**src/hw/memmap_pkg.sv**
```systemverilog
/* Main CPU memory map */

`default_nettype none

package memmap_pkg;

    // Bus targets behind the region decoder
    typedef enum logic [2:0] {
        REG_ROM,
        REG_RAM,
        REG_IO,
        REG_NONE
    } region_t;

    // 3-bit region field inside the word address
    localparam int RGN_LSB = 17;
    localparam int RGN_MSB = RGN_LSB + 2;

    localparam logic [2:0] RGN_RAM = 3'd6;  // Work RAM page
    localparam logic [2:0] RGN_IO  = 3'd7;  // Cabinet I/O page
    // Field values 0 to 5 fall into program ROM

    // Upper address bits, nonzero means nothing answers
    localparam int HI_MSB = 23;
    localparam int HI_LSB = 20;

    localparam logic [15:0] OPEN_BUS = 16'hffff;

    // FC[1:0] pattern of a program-space (opcode) fetch
    localparam logic [1:0] FC_PROG = 2'b10;

endpackage

`default_nettype wire

```
**src/hw/cab_pkg.sv**
```systemverilog
/* Cabinet I/O definitions */

`default_nettype none

package cab_pkg;

    // Sub-block select on A[6:4], unlisted codes read as 0xFF
    typedef enum logic [2:0] {
        IO_PPI    = 3'd0,
        IO_INPUTS = 3'd1,
        IO_ADC    = 3'd3
    } io_sub_t;

    // PPI port A control byte
    typedef union packed {
        logic [7:0] raw;            // CPU view
        struct packed {
            logic [1:0] obj_cfg;    // Object engine / colour mixer config
            logic       video_en;
            logic [2:0] adc_ch;     // Analog channel for ADC reads
            logic       spare;
            logic       snd_rstb;   // Sound CPU reset, active low
        } fld;
    } ppi_ctrl_u;

    localparam logic [2:0] ADC_STEER = 3'd0;
    localparam logic [2:0] ADC_GAS   = 3'd1;
    localparam logic [2:0] ADC_BRAKE = 3'd2;

    // Pedals sit around mid-scale
    localparam logic [7:0] ADC_OFFSET = 8'h80;

endpackage

`default_nettype wire

```
**src/hw/rom_decrypt.sv**
```systemverilog
/* Program ROM decryption */

`default_nettype none

module rom_decrypt #(
    parameter int KEY_AW = 4
) (
    input  logic              clk,
    input  logic              rst,
    input  logic              rom_cs,
    input  logic              rom_ok,
    input  logic [15:0]       rom_data,
    input  logic [KEY_AW-1:0] addr_key,
    input  logic [2:0]        fc,
    input  logic              dec_en,
    input  logic              prog_we,
    input  logic [KEY_AW-1:0] prog_addr,
    input  logic [7:0]        prog_data,
    output logic [15:0]       dec_data,
    output logic              dec_ok
);

    localparam int KEY_N = 2 ** KEY_AW;

    logic [7:0]  key_mem [KEY_N];
    logic [7:0]  k;
    logic        opcode;
    logic [15:0] dec_word;

    // Key table loader
    always_ff @(posedge clk) begin
        if (prog_we) begin
            key_mem[prog_addr] <= prog_data;
        end
    end

    assign k      = key_mem[addr_key];
    assign opcode = fc[1:0] == memmap_pkg::FC_PROG;

    always_comb begin
        if (!dec_en) begin
            dec_word = rom_data;    // Plain ROM
        end else if (opcode) begin
            dec_word = rom_data ^ {k, k};
        end else begin
            // Data reads, low byte keyed then bytes swapped
            dec_word = {rom_data[7:0] ^ k, rom_data[15:8]};
        end
    end

    // Output register, ok drops as soon as the ROM select goes away
    always_ff @(posedge clk or posedge rst) begin
        if (rst) begin
            dec_ok <= 1'b0;
        end else if (!rom_cs) begin
            dec_ok <= 1'b0;
        end else if (rom_ok) begin
            dec_ok <= 1'b1;
        end
    end

    always_ff @(posedge clk) begin
        if (rom_cs && rom_ok) begin
            dec_data <= dec_word;
        end
    end

endmodule

`default_nettype wire

```
**src/hw/cab_io.sv**
```systemverilog
/* Cabinet inputs and PPI control */

`default_nettype none

module cab_io (
    input  logic        clk,
    input  logic        rst,
    input  logic        io_cs,
    input  logic [6:1]  addr_sub,
    input  logic        rnw,
    input  logic        ldsn,           // Lower data strobe
    input  logic [7:0]  wr_byte,
    input  logic [7:0]  joystick1,
    input  logic [1:0]  start_button,
    input  logic [1:0]  coin_input,
    input  logic        service,
    input  logic        dip_test,
    input  logic [7:0]  dipsw_a,
    input  logic [7:0]  dipsw_b,
    input  logic [15:0] joyana1,
    input  logic [15:0] joyana2,
    output logic [7:0]  io_byte,
    output logic [1:0]  obj_cfg,
    output logic        video_en,
    output logic        snd_rstb
);

    cab_pkg::ppi_ctrl_u ctrl;
    cab_pkg::io_sub_t   sub;

    assign sub = cab_pkg::io_sub_t'(addr_sub[6:4]);

    // Byte writes to the PPI land on port A
    always_ff @(posedge clk or posedge rst) begin
        if (rst) begin
            ctrl.raw <= 8'h00;  // Video off, sound held in reset
        end else if (io_cs && !rnw && !ldsn && sub == cab_pkg::IO_PPI) begin
            ctrl.raw <= wr_byte;
        end
    end

    assign obj_cfg  = ctrl.fld.obj_cfg;
    assign video_en = ctrl.fld.video_en;
    assign snd_rstb = ctrl.fld.snd_rstb;

    always_comb begin
        io_byte = 8'hff;
        case (sub)
            cab_pkg::IO_PPI: io_byte = ctrl.raw;
            cab_pkg::IO_INPUTS: begin
                case (addr_sub[2:1])
                    2'd0: io_byte = {coin_input, 1'b0, joystick1[4], start_button[0],
                                     service, dip_test, 1'b1};
                    2'd1: io_byte = 8'hff;
                    2'd2: io_byte = dipsw_a;
                    default: io_byte = dipsw_b;
                endcase
            end
            cab_pkg::IO_ADC: begin
                case (ctrl.fld.adc_ch)
                    cab_pkg::ADC_STEER: io_byte = joyana1[7:0];
                    cab_pkg::ADC_GAS:   io_byte = joyana1[15:8] + cab_pkg::ADC_OFFSET;
                    cab_pkg::ADC_BRAKE: io_byte = joyana2[15:8] + cab_pkg::ADC_OFFSET;
                    default: io_byte = 8'hff;   // No converter behind it
                endcase
            end
            default: io_byte = 8'hff;
        endcase
    end

endmodule

`default_nettype wire

```
**src/hw/main_bus.sv**
```systemverilog
/* Main bus decoder and data return */

`default_nettype none

module main_bus (
    input  logic        clk,
    input  logic        rst,
    input  logic [23:1] addr,
    input  logic        asn,
    input  logic [1:0]  dsn,
    input  logic        rnw,
    input  logic [2:0]  fc,
    input  logic [15:0] dec_data,
    input  logic        dec_ok,
    input  logic [15:0] ram_data,
    input  logic        ram_ok,
    input  logic [7:0]  io_byte,
    output logic        rom_cs,
    output logic        ram_cs,
    output logic        io_cs,
    output logic [15:0] bus_din,
    output logic        bus_ack
);

    memmap_pkg::region_t rgn;
    logic [2:0]  rgn_fld;
    logic        none_cs;   // Open-bus cycle in progress
    logic        done;      // Current cycle already acknowledged
    logic        ready;
    logic [15:0] rd_data;

    assign rgn_fld = addr[memmap_pkg::RGN_MSB:memmap_pkg::RGN_LSB];

    always_comb begin
        if (addr[memmap_pkg::HI_MSB:memmap_pkg::HI_LSB] != '0) begin
            rgn = memmap_pkg::REG_NONE;
        end else if (rgn_fld == memmap_pkg::RGN_IO) begin
            rgn = memmap_pkg::REG_IO;
        end else if (rgn_fld == memmap_pkg::RGN_RAM) begin
            // A strobeless write has nothing to store
            rgn = (rnw || dsn != 2'b11) ? memmap_pkg::REG_RAM : memmap_pkg::REG_NONE;
        end else begin
            rgn = rnw ? memmap_pkg::REG_ROM : memmap_pkg::REG_NONE; // ROM is read only
        end
    end

    always_ff @(posedge clk or posedge rst) begin
        if (rst) begin
            rom_cs  <= 1'b0;
            ram_cs  <= 1'b0;
            io_cs   <= 1'b0;
            none_cs <= 1'b0;
        end else begin
            rom_cs  <= !asn && rgn == memmap_pkg::REG_ROM;
            ram_cs  <= !asn && rgn == memmap_pkg::REG_RAM;
            io_cs   <= !asn && rgn == memmap_pkg::REG_IO;
            none_cs <= !asn && rgn == memmap_pkg::REG_NONE;
        end
    end

    // Only one select is ever high
    always_comb begin
        ready   = 1'b0;
        rd_data = memmap_pkg::OPEN_BUS;
        if (rom_cs) begin
            ready   = dec_ok;
            rd_data = dec_data;
        end else if (ram_cs) begin
            ready   = ram_ok;
            rd_data = ram_data;
        end else if (io_cs) begin
            ready   = 1'b1;
            rd_data = {8'hff, io_byte};
        end else if (none_cs) begin
            ready = 1'b1;
        end
    end

    // Single acknowledge per strobe until AS goes high again
    always_ff @(posedge clk or posedge rst) begin
        if (rst) begin
            bus_ack <= 1'b0;
            done    <= 1'b0;
            bus_din <= 16'h0000;
        end else begin
            bus_ack <= 1'b0;
            if (asn) begin
                done <= 1'b0;
            end else if (ready && !done) begin
                bus_ack <= 1'b1;
                done    <= 1'b1;
                bus_din <= rd_data;
            end
        end
    end

endmodule

`default_nettype wire

```
**src/hw/main_board.sv**
```systemverilog
/* Main CPU board bus side */

`default_nettype none

module main_board #(
    parameter int KEY_AW = 4
) (
    input  logic              clk,
    input  logic              rst,
    input  logic [23:1]       addr,
    input  logic              asn,
    input  logic [1:0]        dsn,
    input  logic              rnw,
    input  logic [2:0]        fc,
    input  logic [15:0]       bus_dout,
    input  logic [15:0]       rom_data,
    input  logic              rom_ok,
    input  logic [15:0]       ram_data,
    input  logic              ram_ok,
    input  logic              dec_en,
    input  logic              prog_we,
    input  logic [KEY_AW-1:0] prog_addr,
    input  logic [7:0]        prog_data,
    input  logic [7:0]        joystick1,
    input  logic [1:0]        start_button,
    input  logic [1:0]        coin_input,
    input  logic              service,
    input  logic              dip_test,
    input  logic [7:0]        dipsw_a,
    input  logic [7:0]        dipsw_b,
    input  logic [15:0]       joyana1,
    input  logic [15:0]       joyana2,
    output logic [15:0]       bus_din,
    output logic              bus_ack,
    output logic              rom_cs,
    output logic              ram_cs,
    output logic [19:1]       mem_addr,
    output logic [1:0]        obj_cfg,
    output logic              video_en,
    output logic              snd_rstb
);

    logic [15:0] dec_data;
    logic        dec_ok;
    logic        io_cs;
    logic [7:0]  io_byte;

    assign mem_addr = addr[19:1];   // ROM and RAM share the low address lines

    main_bus u_bus (
        .clk      ( clk      ),
        .rst      ( rst      ),
        .addr     ( addr     ),
        .asn      ( asn      ),
        .dsn      ( dsn      ),
        .rnw      ( rnw      ),
        .fc       ( fc       ),
        .dec_data ( dec_data ),
        .dec_ok   ( dec_ok   ),
        .ram_data ( ram_data ),
        .ram_ok   ( ram_ok   ),
        .io_byte  ( io_byte  ),
        .rom_cs   ( rom_cs   ),
        .ram_cs   ( ram_cs   ),
        .io_cs    ( io_cs    ),
        .bus_din  ( bus_din  ),
        .bus_ack  ( bus_ack  )
    );

    rom_decrypt #(
        .KEY_AW ( KEY_AW )
    ) u_dec (
        .clk       ( clk              ),
        .rst       ( rst              ),
        .rom_cs    ( rom_cs           ),
        .rom_ok    ( rom_ok           ),
        .rom_data  ( rom_data         ),
        .addr_key  ( addr[KEY_AW:1]   ),  // Key follows low word address
        .fc        ( fc               ),
        .dec_en    ( dec_en           ),
        .prog_we   ( prog_we          ),
        .prog_addr ( prog_addr        ),
        .prog_data ( prog_data        ),
        .dec_data  ( dec_data         ),
        .dec_ok    ( dec_ok           )
    );

    cab_io u_cab (
        .clk          ( clk            ),
        .rst          ( rst            ),
        .io_cs        ( io_cs          ),
        .addr_sub     ( addr[6:1]      ),
        .rnw          ( rnw            ),
        .ldsn         ( dsn[0]         ),
        .wr_byte      ( bus_dout[7:0]  ),
        .joystick1    ( joystick1      ),
        .start_button ( start_button   ),
        .coin_input   ( coin_input     ),
        .service      ( service        ),
        .dip_test     ( dip_test       ),
        .dipsw_a      ( dipsw_a        ),
        .dipsw_b      ( dipsw_b        ),
        .joyana1      ( joyana1        ),
        .joyana2      ( joyana2        ),
        .io_byte      ( io_byte        ),
        .obj_cfg      ( obj_cfg        ),
        .video_en     ( video_en       ),
        .snd_rstb     ( snd_rstb       )
    );

endmodule

`default_nettype wire

```
**config.mk**
```make
export PLATFORM = sky130hd
export DESIGN_NAME = main_board
export DESIGN_NICKNAME = d
export VERILOG_FILES = /design/src/hw/memmap_pkg.sv /design/src/hw/cab_pkg.sv /design/src/hw/rom_decrypt.sv /design/src/hw/cab_io.sv /design/src/hw/main_bus.sv /design/src/hw/main_board.sv
export SDC_FILE = /design/constraint.sdc
export NUM_CORES = 1
export LEC_CHECK = 0
export BUFFER_PORTS_ARGS = -buffer_cell sky130_fd_sc_hd__buf_2
export CORE_MARGIN = 5
export CORE_UTILIZATION = 57
export CTS_CLUSTER_DIAMETER = 100
export DETAILED_ROUTE_END_ITERATION = 8
export PLACE_DENSITY = 0.83
export SLEW_MARGIN = 20
export SYNTH_ARGS = -nofsm -noshare
export SYNTH_HDL_FRONTEND = slang
export SYNTH_SLANG_ARGS = --single-unit
```
**constraint.sdc**
```tcl
create_clock -name clk -period 5.15 [get_ports clk]
set_input_delay 0.7725 -clock clk [delete_from_list [all_inputs] [get_ports clk]]
set_output_delay 0.7725 -clock clk [all_outputs]
set_load 0.01 [all_outputs]
```
* Word-level counts from Yosys, hierarchy flattened
Memories as Yosys holds them, arrays and structs flattened.
Index checks and enable logic that the tools add are counted.
** Storage, ports and cells
- Input bits :: 158
- Logic and storage cells :: 76
- Register bits after elaboration :: 47
- Output and inout bits :: 42
- Memories :: 1
- RAM bits :: 128
** Memories
- u_dec.key_mem :: depth 16, width 8, read ports 1, clocked after Yosys merged registers in 0, wr ports 1, line rom_decrypt.sv:25 : logic [7:0] key_mem [KEY_N];
** Operators by class
- Reduce and logical (&&, ||, !) cells :: 21
- Equal/unequal tests :: 14
- Multiplexer cells :: 25
- $add $sub $neg :: 2
- Bitwise gates (word level) :: 3
** Operators by type and width (number)
- $pmux 8 s3 :: 3
- $mux 16 :: 4
- $add 8x8->8 const B :: 2
- $xor 16x16->16 :: 1
- $eq 3x2->1 const B :: 4
- $mux 1 :: 12
- $eq 3x1->1 const B :: 3
- $logic_and 1x1->1 :: 9
- $logic_not 3->1 :: 3
- $mux 3 :: 3
- $mux 8 :: 1
- $xor 8x8->8 :: 1
- $eq 3x3->1 const B :: 2
- $eq 2x2->1 const B :: 2
- $logic_not 1->1 :: 4
- $mux 2 :: 2
- $ne 2x2->1 const B :: 2
- $reduce_bool 4->1 :: 1
- $eq 2x1->1 const B :: 1
- $logic_not 2->1 :: 1
- $reduce_and 2->1 :: 1
- $reduce_bool 2->1 :: 1
- $logic_or 1x1->1 :: 1
- $not 1->1 :: 1

* Logic depth before layout (Yosys ltp)
Gate-level depths: netlist of run 1.
- Depth in word-level cells :: 8
- Depth in mapped cells :: 7
- Gate-level depth less buffers :: 6

* Modules after synthesis
Synthesis of run 1 repeated with hierarchy kept, for this count alone.
** Unflattened totals
- Cells, all modules :: 544
- Area, all modules :: 8011.4 um^2
** By module, submodules not included
- rom_decrypt :: instances 1, cells each 315, area an instance 5944.5 um^2, sequential area each 4349.2 um^2
- main_bus :: instances 1, cells each 114, area an instance 1071.0 um^2, sequential area each 550.5 um^2
- cab_io :: instances 1, cells each 96, area an instance 853.3 um^2, sequential area each 200.2 um^2
- main_board :: instances 1, cells each 19, area an instance 142.6 um^2, sequential area each 0.0 um^2

* Worst setup path before layout of run 1
OpenSTA, ideal clock, no wires.
- Path type :: in2reg
- Start point :: in addr[3] (netlist bit)
- End point :: reg u_dec.dec_data[3] (data pin)
- Path slack :: 2.616 ns
- Arrival :: 2.277 ns
- Stages on the path :: 6
- Path buffers :: 2
- Library setup time :: 0.257 ns
- Path through :: buf_4 buf_4 mux4_2 mux4_2 o21a_1 o22a_1
** Between the ends
- Longest elaborated chain between the ends :: 4
** Ends and longest elaborated chain
- start, declared :: line main_board.sv:10 : input logic [23:1] addr,
- $mem_v2 16x8
- $xor 16x16->16 :: line rom_decrypt.sv:44 : dec_word = rom_data ^ {k, k};
- $mux 16 :: line rom_decrypt.sv:43 : end else if (opcode) begin
- $mux 16 :: line rom_decrypt.sv:41 : if (!dec_en) begin
- named net u_dec.dec_word[3] :: line rom_decrypt.sv:28 : logic [15:0] dec_word;
- end signal, assigned :: line rom_decrypt.sv:64 : dec_data <= dec_word;
- end, declared :: line rom_decrypt.sv:19 : output logic [15:0] dec_data,
The timed path passes the listed nets, and every way through them passes these cells.
A chain may end at the register's enable or synchronous reset.

* Worst setup path after layout of run 1
- Start point :: in addr[4] (netlist bit)
- End point :: reg u_dec.dec_data[7] (data pin)
The elaborated chain is that of the path after synthesis.

==> reports/qor.json, run 1 <==
{
  "detailed_routing": {
    "post_drt_via_cell_ratio": 6.11,
    "ant_nets": 0,
    "avgRoutedWirePerCell_microns": 21.5,
    "routed_via_count": 5297,
    "drt_total_wl_mm": 18.6,
    "detail_route.iter0.violations": 531,
    "drcViolationCount": 0,
    "detail_route.first_pass.iterations": 5
  },
  "clock_tree": {
    "cts_hold_buf": 0,
    "post_cts_buffers": 0,
    "tritoncts_num_sinks": 175,
    "postCtsResizedCells": 0,
    "clock_tree.root_cell": "sky130_fd_sc_hd__clkbuf_16",
    "cts-htree-levels": 4,
    "cts_tree": "built",
    "cts.path.max_buffers": 2,
    "tritoncts.num_buffers": 17,
    "clk_pin_slew_worst_paths_ps": 60,
    "clk-insertion-delay-late_ps": 430
  },
  "die": {
    "floorplan.initialDensity_pct": 57.6,
    "die_area_sq_um": 16400,
    "die_height_microns": 128,
    "floorplan.die.width_microns": 128,
    "core_region_area_sq_um": 13800,
    "boundaryPins": 200,
    "rows": 43
  },
  "placed_design": {
    "pre_cts_slack_ps": 1720,
    "dpl_cell_area_sq_um": 8650,
    "gp_routability_congestion": 0.924,
    "post-place-cells": 835,
    "place.port_buffers": 154,
    "hpwlAfterDp_mm": 13.6
  },
  "cells_and_area": {
    "layout.cells.non_filler": 867,
    "layout-drive-gt1-share_pct": 35.7,
    "fin_nets": 832,
    "layout.cell_area.non_filler_sq_um": 9220,
    "insertedDiodeCount": 0,
    "areaGrowthSynthToFinish_pct": 16.2
  },
  "worst_setup_path": {
    "timing.setup.critical_path_class": "in2reg",
    "setup.worst_path.start_class": "primary input",
    "critPathRequiredTime_ps": 5300,
    "cp_max_fo": 41,
    "setup.worst_path.end_class": "flip-flop",
    "critical_path_arrival_ps": 2870
  },
  "yosys": {
    "synth.cell_area_sq_um": 7930,
    "avg_synthesized_cell_area_sq_um": 14.5,
    "ys_seq_elements": 175,
    "netlist.area_leader.share_pct": 54.5,
    "synth-edff-count": 144,
    "syn-num-nets": 704,
    "dominantRegCellSynth": "sky130_fd_sc_hd__edfxtp_1",
    "synth_seq_area_share_pct": 64.3,
    "synth.distinct_cells": 47,
    "ys_top_cells_by_count": "sky130_fd_sc_hd__edfxtp_1, sky130_fd_sc_hd__nor2_1, sky130_fd_sc_hd__a21oi_1, sky130_fd_sc_hd__mux4_2, sky130_fd_sc_hd__dfrtp_1",
    "synth.most_common_cell": "sky130_fd_sc_hd__edfxtp_1",
    "synth-warning-count": 0,
    "synthesis.instances": 546,
    "biggest_area_consumer_among_synthesized_cells": "sky130_fd_sc_hd__edfxtp_1",
    "synthArstFlopShare_pct": 17.7,
    "synthTopCellsByArea": "sky130_fd_sc_hd__edfxtp_1, sky130_fd_sc_hd__dfrtp_1, sky130_fd_sc_hd__mux4_2"
  },
  "global_routing": {
    "grt_antenna_before_repair": 0,
    "grt_pass1_vias": 5357,
    "grt_overflow": 0,
    "grt_pass1_wl_mm": 29.0,
    "largest_net_degree_at_the_start_of_global_routing": 42,
    "globalRouteTotalUtil_pct": 23.3
  },
  "timing": {
    "timing.fmax_mhz": 367,
    "max-slew-margin-rel_pct": 33.2,
    "layout_min_cycle_time_ps": 2730,
    "setup_viol": 0,
    "max_slew.worst_pin.slew_ps": 1000,
    "report.final.hold_viol_count": 0,
    "finalClockSkew_ps": 13.2,
    "timing.final.ws_setup_ps": 2420,
    "total_negative_slack_for_setup_checks_ps": 0,
    "finalMaxSlewViolations": 0,
    "rsz0062_at_grt": "no",
    "fin_crit_sh_pct": 53.0,
    "hold_ws_ps": 429
  },
  "power_and_ir_drop": {
    "p_leak_uw": 0.00345,
    "power_density_nw_per_um2": 333,
    "ir_drop_v": 0.000403
  },
  "flow_run": {
    "maxCapViolations": 0
  },
  "outcome": {
    "run_status": "finished, final reports clean"
  },
  "worst_hold_path": {
    "worstHoldPathType": "in2async"
  }
}
[registers in the layout (all words and copies together) (netlist names)]
name	flops
u_dec.key_mem	128
u_bus.rom_cs	1
u_bus.none_cs	1
u_bus.io_cs	1
u_bus.ram_cs	1
u_dec.dec_data	16
u_dec.dec_ok	1
u_bus.done	1
u_cab.ctrl	8
u_bus.bus_ack	1
u_bus.bus_din	16
[routing by layer]
layer | up-vias | wire length, microns | global-route usage (%)
met3 | 34 | 1600 | 5.96
met2 | 285 | 9690 | 41.2
met5 | - | 0 | 0
li1 | 2368 | - | -
met4 | 0 | 303 | 5.87
met1 | 2610 | 7030 | 28.8
[where the power goes]
group	internal, uW	switching, uW
clock	667	518
sequential	1570	13.6
combinational	131	167
[critical path, cell delays in order]
cell and delay [ps]:
sky130_fd_sc_hd__buf_2 740, sky130_fd_sc_hd__mux4_2 460, sky130_fd_sc_hd__a22oi_1 180, sky130_fd_sc_hd__nand2_1 180
sky130_fd_sc_hd__o21ai_0 340, sky130_fd_sc_hd__a2bb2oi_1 160
[cell families (layout without fill, tap and decap cells)]
logic type / after synthesis / after routing / synth area share, %
flops: 175 / 175 / 64.3
compound gates: 121 / 121 / 10.1
simple gates: 119 / 119 / 7.20
buf+inv: 64 / 205 / 4.47
mux: 60 / 60 / 13.1
xor+xnor: 7 / 7 / 0.773
[final cells by class]
type / count / area [sq um]
clock buffers: 20 / 437
clock inverters: 12 / 108
fillers: 967 / 4560
inverters: 17 / 63.8
multi-input cells: 307 / 2490
flip-flops and latches: 175 / 5100
well taps: 180 / 225
repair buffers: 156 / 788
[stage by stage]
stage                     total power (uW)  utilization [%]
final                                 3070             66.9
after global placement                1890             62.8
after CTS                             3080             66.8
after detailed placement              1910             62.8
after global routing                  3180             66.9
after floorplan                       1800                -
[cell usage in the layout, fill, tap and decap left out, types with 6 or more instances in the layout]
cell | Yosys | final
sky130_fd_sc_hd__mux2_2 | 21 | 21
sky130_fd_sc_hd__o21ai_0 | 15 | 15
sky130_fd_sc_hd__o311ai_0 | 7 | 7
sky130_fd_sc_hd__inv_1 | 15 | 15
sky130_fd_sc_hd__a31oi_1 | 8 | 8
sky130_fd_sc_hd__nor2_1 | 48 | 48
sky130_fd_sc_hd__xnor2_1 | 7 | 7
sky130_fd_sc_hd__a21oi_1 | 34 | 34
sky130_fd_sc_hd__edfxtp_1 | 144 | 144
sky130_fd_sc_hd__dfrtp_1 | 31 | 31
sky130_fd_sc_hd__nand2b_1 | 11 | 11
sky130_fd_sc_hd__mux2i_1 | 6 | 6
sky130_fd_sc_hd__nor3b_1 | 6 | 6
sky130_fd_sc_hd__mux4_2 | 33 | 33
sky130_fd_sc_hd__a2bb2oi_1 | 7 | 7
sky130_fd_sc_hd__a221o_1 | 6 | 6
sky130_fd_sc_hd__nor2b_1 | 7 | 7
sky130_fd_sc_hd__a22oi_1 | 13 | 13
sky130_fd_sc_hd__buf_2 | 4 | 153
sky130_fd_sc_hd__o22ai_1 | 14 | 14
sky130_fd_sc_hd__nand2_1 | 25 | 25
sky130_fd_sc_hd__o221ai_1 | 6 | 6
sky130_fd_sc_hd__clkbuf_16 | 0 | 17
[final timing paths]
check / startpoint / endpoint / slack [ps] / cells after the start
setup / recovery: addr[4] / u_dec.dec_data[7] / 2420 / 6
hold / removal: rst / u_cab.ctrl[2] / 430 / 3
setup reg to reg: u_bus.ram_cs / u_bus.bus_din[3] / 2780 / 6
hold reg to reg: u_bus.bus_din[13] / u_bus.bus_din[13] / 490 / 2
max in group asynchronous: rst / u_bus.bus_ack / 4430 / 3
min in group clk: u_bus.bus_din[13] / u_bus.bus_din[13] / 490 / 2
No activity file was read; power rests on OpenSTA's default activity.
==> run 2: changes to the inputs <==
--- a/config.mk
+++ b/config.mk
@@ -7,10 +7,10 @@
 export LEC_CHECK = 0
 export BUFFER_PORTS_ARGS = -buffer_cell sky130_fd_sc_hd__buf_2
 export CORE_MARGIN = 5
-export CORE_UTILIZATION = 57
+export CORE_UTILIZATION = 48
 export CTS_CLUSTER_DIAMETER = 100
 export DETAILED_ROUTE_END_ITERATION = 8
-export PLACE_DENSITY = 0.83
+export PLACE_DENSITY = 0.74
 export SLEW_MARGIN = 20
 export SYNTH_ARGS = -nofsm -noshare
 export SYNTH_HDL_FRONTEND = slang
==> constraint.sdc (replaced) <==
create_clock -name clk -period 2.21 [get_ports clk]
set_input_delay 0.3315 -clock clk [delete_from_list [all_inputs] [get_ports clk]]
set_output_delay 0.3315 -clock clk [all_outputs]
set_load 0.01 [all_outputs]
==> reports/qor.json, run 2 (synthesis results as in run 1) <==
{
  "cells_and_area": {
    "insertedDiodeCount": {"value": 0, "change": "unchanged"},
    "areaGrowthSynthToFinish_pct": 23.5,
    "layout.cells.most_common_list": "sky130_fd_sc_hd__buf_2, sky130_fd_sc_hd__edfxtp_1, sky130_fd_sc_hd__buf_4, sky130_fd_sc_hd__nor2_1, sky130_fd_sc_hd__a21oi_1",
    "reg.largest.list": "u_dec.key_mem x128, u_bus.bus_din x16, u_dec.dec_data x16",
    "largest_register_ffs": {"value": 128, "change": "unchanged"},
    "layout.cells.most_common": "sky130_fd_sc_hd__buf_2",
    "fin_nets": {"value": 891, "change": "+7.1%"},
    "layout-drive-gt1-share": {"value": 40.5, "unit": "%", "change": "+4.8 points"},
    "registers.top_by_ff_count": "u_dec.key_mem"
  },
  "timing": {
    "layout_min_cycle_time_ps": 2070,
    "fin_crit_sh_pct": 93.6,
    "hold_ws": {"value": 121, "unit": "ps", "change": "-309 ps"},
    "timing.fmax_mhz": 484,
    "finalMaxSlewViolations": {"value": 0, "change": "unchanged"},
    "finalClockSkew": {"value": 6.75, "unit": "ps", "change": "-6.44 ps"},
    "max_slew.worst_pin.slew": {"value": 593, "unit": "ps", "change": "-409 ps"},
    "report.final.hold_viol_count": {"value": 0, "change": "unchanged"},
    "max-slew-margin-rel": {"value": 60.3, "unit": "%", "change": "+27 points"},
    "setup_viol": {"value": 0, "change": "unchanged"},
    "rsz0062_at_grt": "no"
  },
  "detailed_routing": {
    "route.layer.met1.wl": {"value": 7.37, "unit": "mm", "change": "+5.0%"},
    "drcViolationCount": {"value": 0, "change": "unchanged"},
    "drt_total_wl": {"value": 19.3, "unit": "mm", "change": "+3.8%"},
    "maxUsedRoutingLayer": "met4",
    "avgRoutedWirePerCell": {"value": 20.0, "unit": "microns", "change": "-6.8%"},
    "wl_met2": {"value": 10.2, "unit": "mm", "change": "+4.8%"},
    "post_drt_via_cell_ratio": {"value": 5.60, "change": "-8.3%"},
    "detail_route.iter0.violations": {"value": 389, "change": "-27%"},
    "routed_via_count": {"value": 5414, "change": "+2.2%"},
    "ant_nets": {"value": 0, "change": "unchanged"},
    "detail_route.first_pass.iterations": {"value": 5, "change": "unchanged"},
    "detailroute.wirelength.met3": {"value": 1.42, "unit": "mm", "change": "-11%"}
  },
  "worst_setup_path": {
    "critical_path.most_common_cell": "sky130_fd_sc_hd__mux4_2",
    "worstPathCellList": "mux4_2, mux4_2, o21a_1, o22a_1",
    "cp_slowest_cell": "sky130_fd_sc_hd__mux4_2",
    "cp_max_fo": {"value": 3, "change": "-93%"},
    "worst-path-stages": {"value": 4, "change": "-2"},
    "critical_path_buf_inv_count": {"value": 0, "change": "-1"},
    "timing.reg2reg.setup_slack": {"value": 140, "unit": "ps", "change": "-2640 ps"},
    "setup.worst_path.end_class": "flip-flop",
    "critical-path-top-delay-family": "multiplexers",
    "r2r-end": "u_dec.dec_data[3]",
    "critical_path_arrival": {"value": 2240, "unit": "ps", "change": "-630 ps"},
    "timing.setup.critical_path_class": "reg2reg",
    "ff2ff_path_depth": {"value": 4, "change": "-2"},
    "critPathRequiredTime": {"value": 2380, "unit": "ps", "change": "-2920 ps"},
    "worstReg2RegStart": "u_dec.key_mem[8][3]",
    "largest_stage_delay_on_the_critical_path": {"value": 540, "unit": "ps", "change": "-200 ps"},
    "setup.worst_path.start_class": "flip-flop"
  },
  "power_and_ir_drop": {
    "power_density": {"value": 751, "unit": "nW/um^2", "change": "+130%"},
    "power.share.switching": {"value": 22.9, "unit": "%", "change": "+0.16 points"},
    "ir_drop": {"value": 0.000563, "unit": "V", "change": "+40%"},
    "power.share.sequential": {"value": 50.3, "unit": "%", "change": "-1.4 points"},
    "power.total": {"value": 7350, "unit": "uW", "change": "+140%"},
    "clkPwrFrac": {"value": 39.3, "unit": "%", "change": "+0.7 points"},
    "p_leak": {"value": 0.00379, "unit": "uW", "change": "+10%"},
    "power.internal": {"value": 5670, "unit": "uW", "change": "+140%"},
    "net_switching": {"value": 1680, "unit": "uW", "change": "+140%"},
    "pwr-share-comb": {"value": 10.4, "unit": "%", "change": "+0.7 points"}
  },
  "clock_tree": {
    "tritoncts_num_sinks": {"value": 175, "change": "unchanged"},
    "postCtsResizedCells": {"value": 0, "change": "unchanged"},
    "cts-htree-levels": {"value": 4, "change": "unchanged"},
    "cts.path.max_buffers": {"value": 2, "change": "unchanged"},
    "clock_tree.root_cell": "sky130_fd_sc_hd__clkbuf_16",
    "clk-insertion-delay-late": {"value": 420, "unit": "ps", "change": "about the same"},
    "tritoncts.num_buffers": {"value": 17, "change": "unchanged"},
    "cts_tree": "built",
    "clk_pin_slew_worst_paths": {"value": 60, "unit": "ps", "change": "about the same"},
    "post_cts_buffers": {"value": 0, "change": "unchanged"}
  },
  "flow_run": {
    "maxCapViolations": {"value": 0, "change": "unchanged"}
  },
  "die": {
    "floorplan.initialDensity": {"value": 48.3, "unit": "%", "change": "-9.2 points"},
    "die_area": {"value": 19200, "unit": "sq um", "change": "+17%"},
    "boundaryPins": {"value": 200, "change": "unchanged"},
    "rows": {"value": 47, "change": "+9.3%"},
    "die_height": {"value": 139, "unit": "microns", "change": "+8.3%"},
    "core_region_area": {"value": 16400, "unit": "sq um", "change": "+19%"},
    "floorplan.die.width": {"value": 139, "unit": "microns", "change": "+8.3%"}
  },
  "worst_hold_path": {
    "hold_path.startpoint": "addr[17]",
    "worst_hold_path_ep": "u_bus.ram_cs",
    "worst_hold_depth": 2,
    "worstHoldPathType": "in2reg"
  },
  "global_routing": {
    "grt_overflow": {"value": 0, "change": "unchanged"},
    "grt_antenna_before_repair": {"value": 0, "change": "unchanged"},
    "grt_pass1_vias": {"value": 5714, "change": "+6.7%"},
    "globalRouteTotalUtil": {"value": 20.3, "unit": "%", "change": "-3.0 points"},
    "largest_net_degree_at_the_start_of_global_routing": {"value": 32, "change": "-24%"},
    "grt_pass1_wl": {"value": 30.4, "unit": "mm", "change": "+4.9%"}
  },
  "placed_design": {
    "hpwlAfterDp": {"value": 14.8, "unit": "mm", "change": "+9.0%"},
    "gp_routability_congestion": {"value": 0.895, "change": "-3.1%"},
    "place.port_buffers": {"value": 154, "change": "unchanged"}
  },
  "outcome": {
    "run_status": "finished, final reports clean"
  }
}
-- run 2: power by group through the flow --
stage | registers (uW) | clock network, uW | logic [uW]
3_3_place_gp | 3760 | 0 | 737
2_1_floorplan | 3780 | 0 | 405
4_1_cts | 3700 | 2950 | 767
6_report | 3700 | 2890 | 766
3_5_place_dp | 3770 | 0 | 763
5_1_grt | 3700 | 3090 | 834
-- run 2: worst max path at each step --
| stage | from | end |
|---|---|---|
| after CTS | u_dec.key_mem[6][3] | u_dec.dec_data[3] |
| after detailed placement | addr[2] | u_dec.dec_data[3] |
| after global placement | addr[2] | u_dec.dec_data[11] |
| final | u_dec.key_mem[8][3] | u_dec.dec_data[3] |
| after global routing | u_dec.key_mem[8][3] | u_dec.dec_data[11] |
| after floorplan | addr[3] | u_dec.dec_data[3] |
-- run 2: layer usage --
layer / track usage (%) / vias up
met5: 0 / -
met4: 6.55 / 0
met3: 5.04 / 29
met2: 36.5 / 235
met1: 24.0 / 2653
li1: - / 2497
-- run 2: cell type report --
cell class / instances / area (sq um)
Clock inverter: 11 / 91.3
Multi-Input combinational cell: 307 / 2470
Tap cell: 220 / 275
Timing Repair Buffer: 215 / 1290
Fill cell: 1259 / 6620
Clock buffer: 21 / 493
Sequential cell: 175 / 5100
Inverter: 17 / 63.8
-- run 2: repair_timing --
item | in CTS | in global routing
hold buffers | 1 | 0
setup endpoints to repair | 0 | 0
hold endpoints to repair | 31 | 0
-- run 2: metrics by stage --
stage	util [%]	TNS (ps)	cells	cell area, sq um	setup slack (ps)
after floorplan	-	0	546	7930	117
after global placement	56.1	-1020	933	9200	-131
after detailed placement	56.1	-1610	933	9200	-160
after CTS	59.7	0	966	9790	134
after global routing	59.7	0	966	9790	49.6
final	59.7	0	966	9790	142
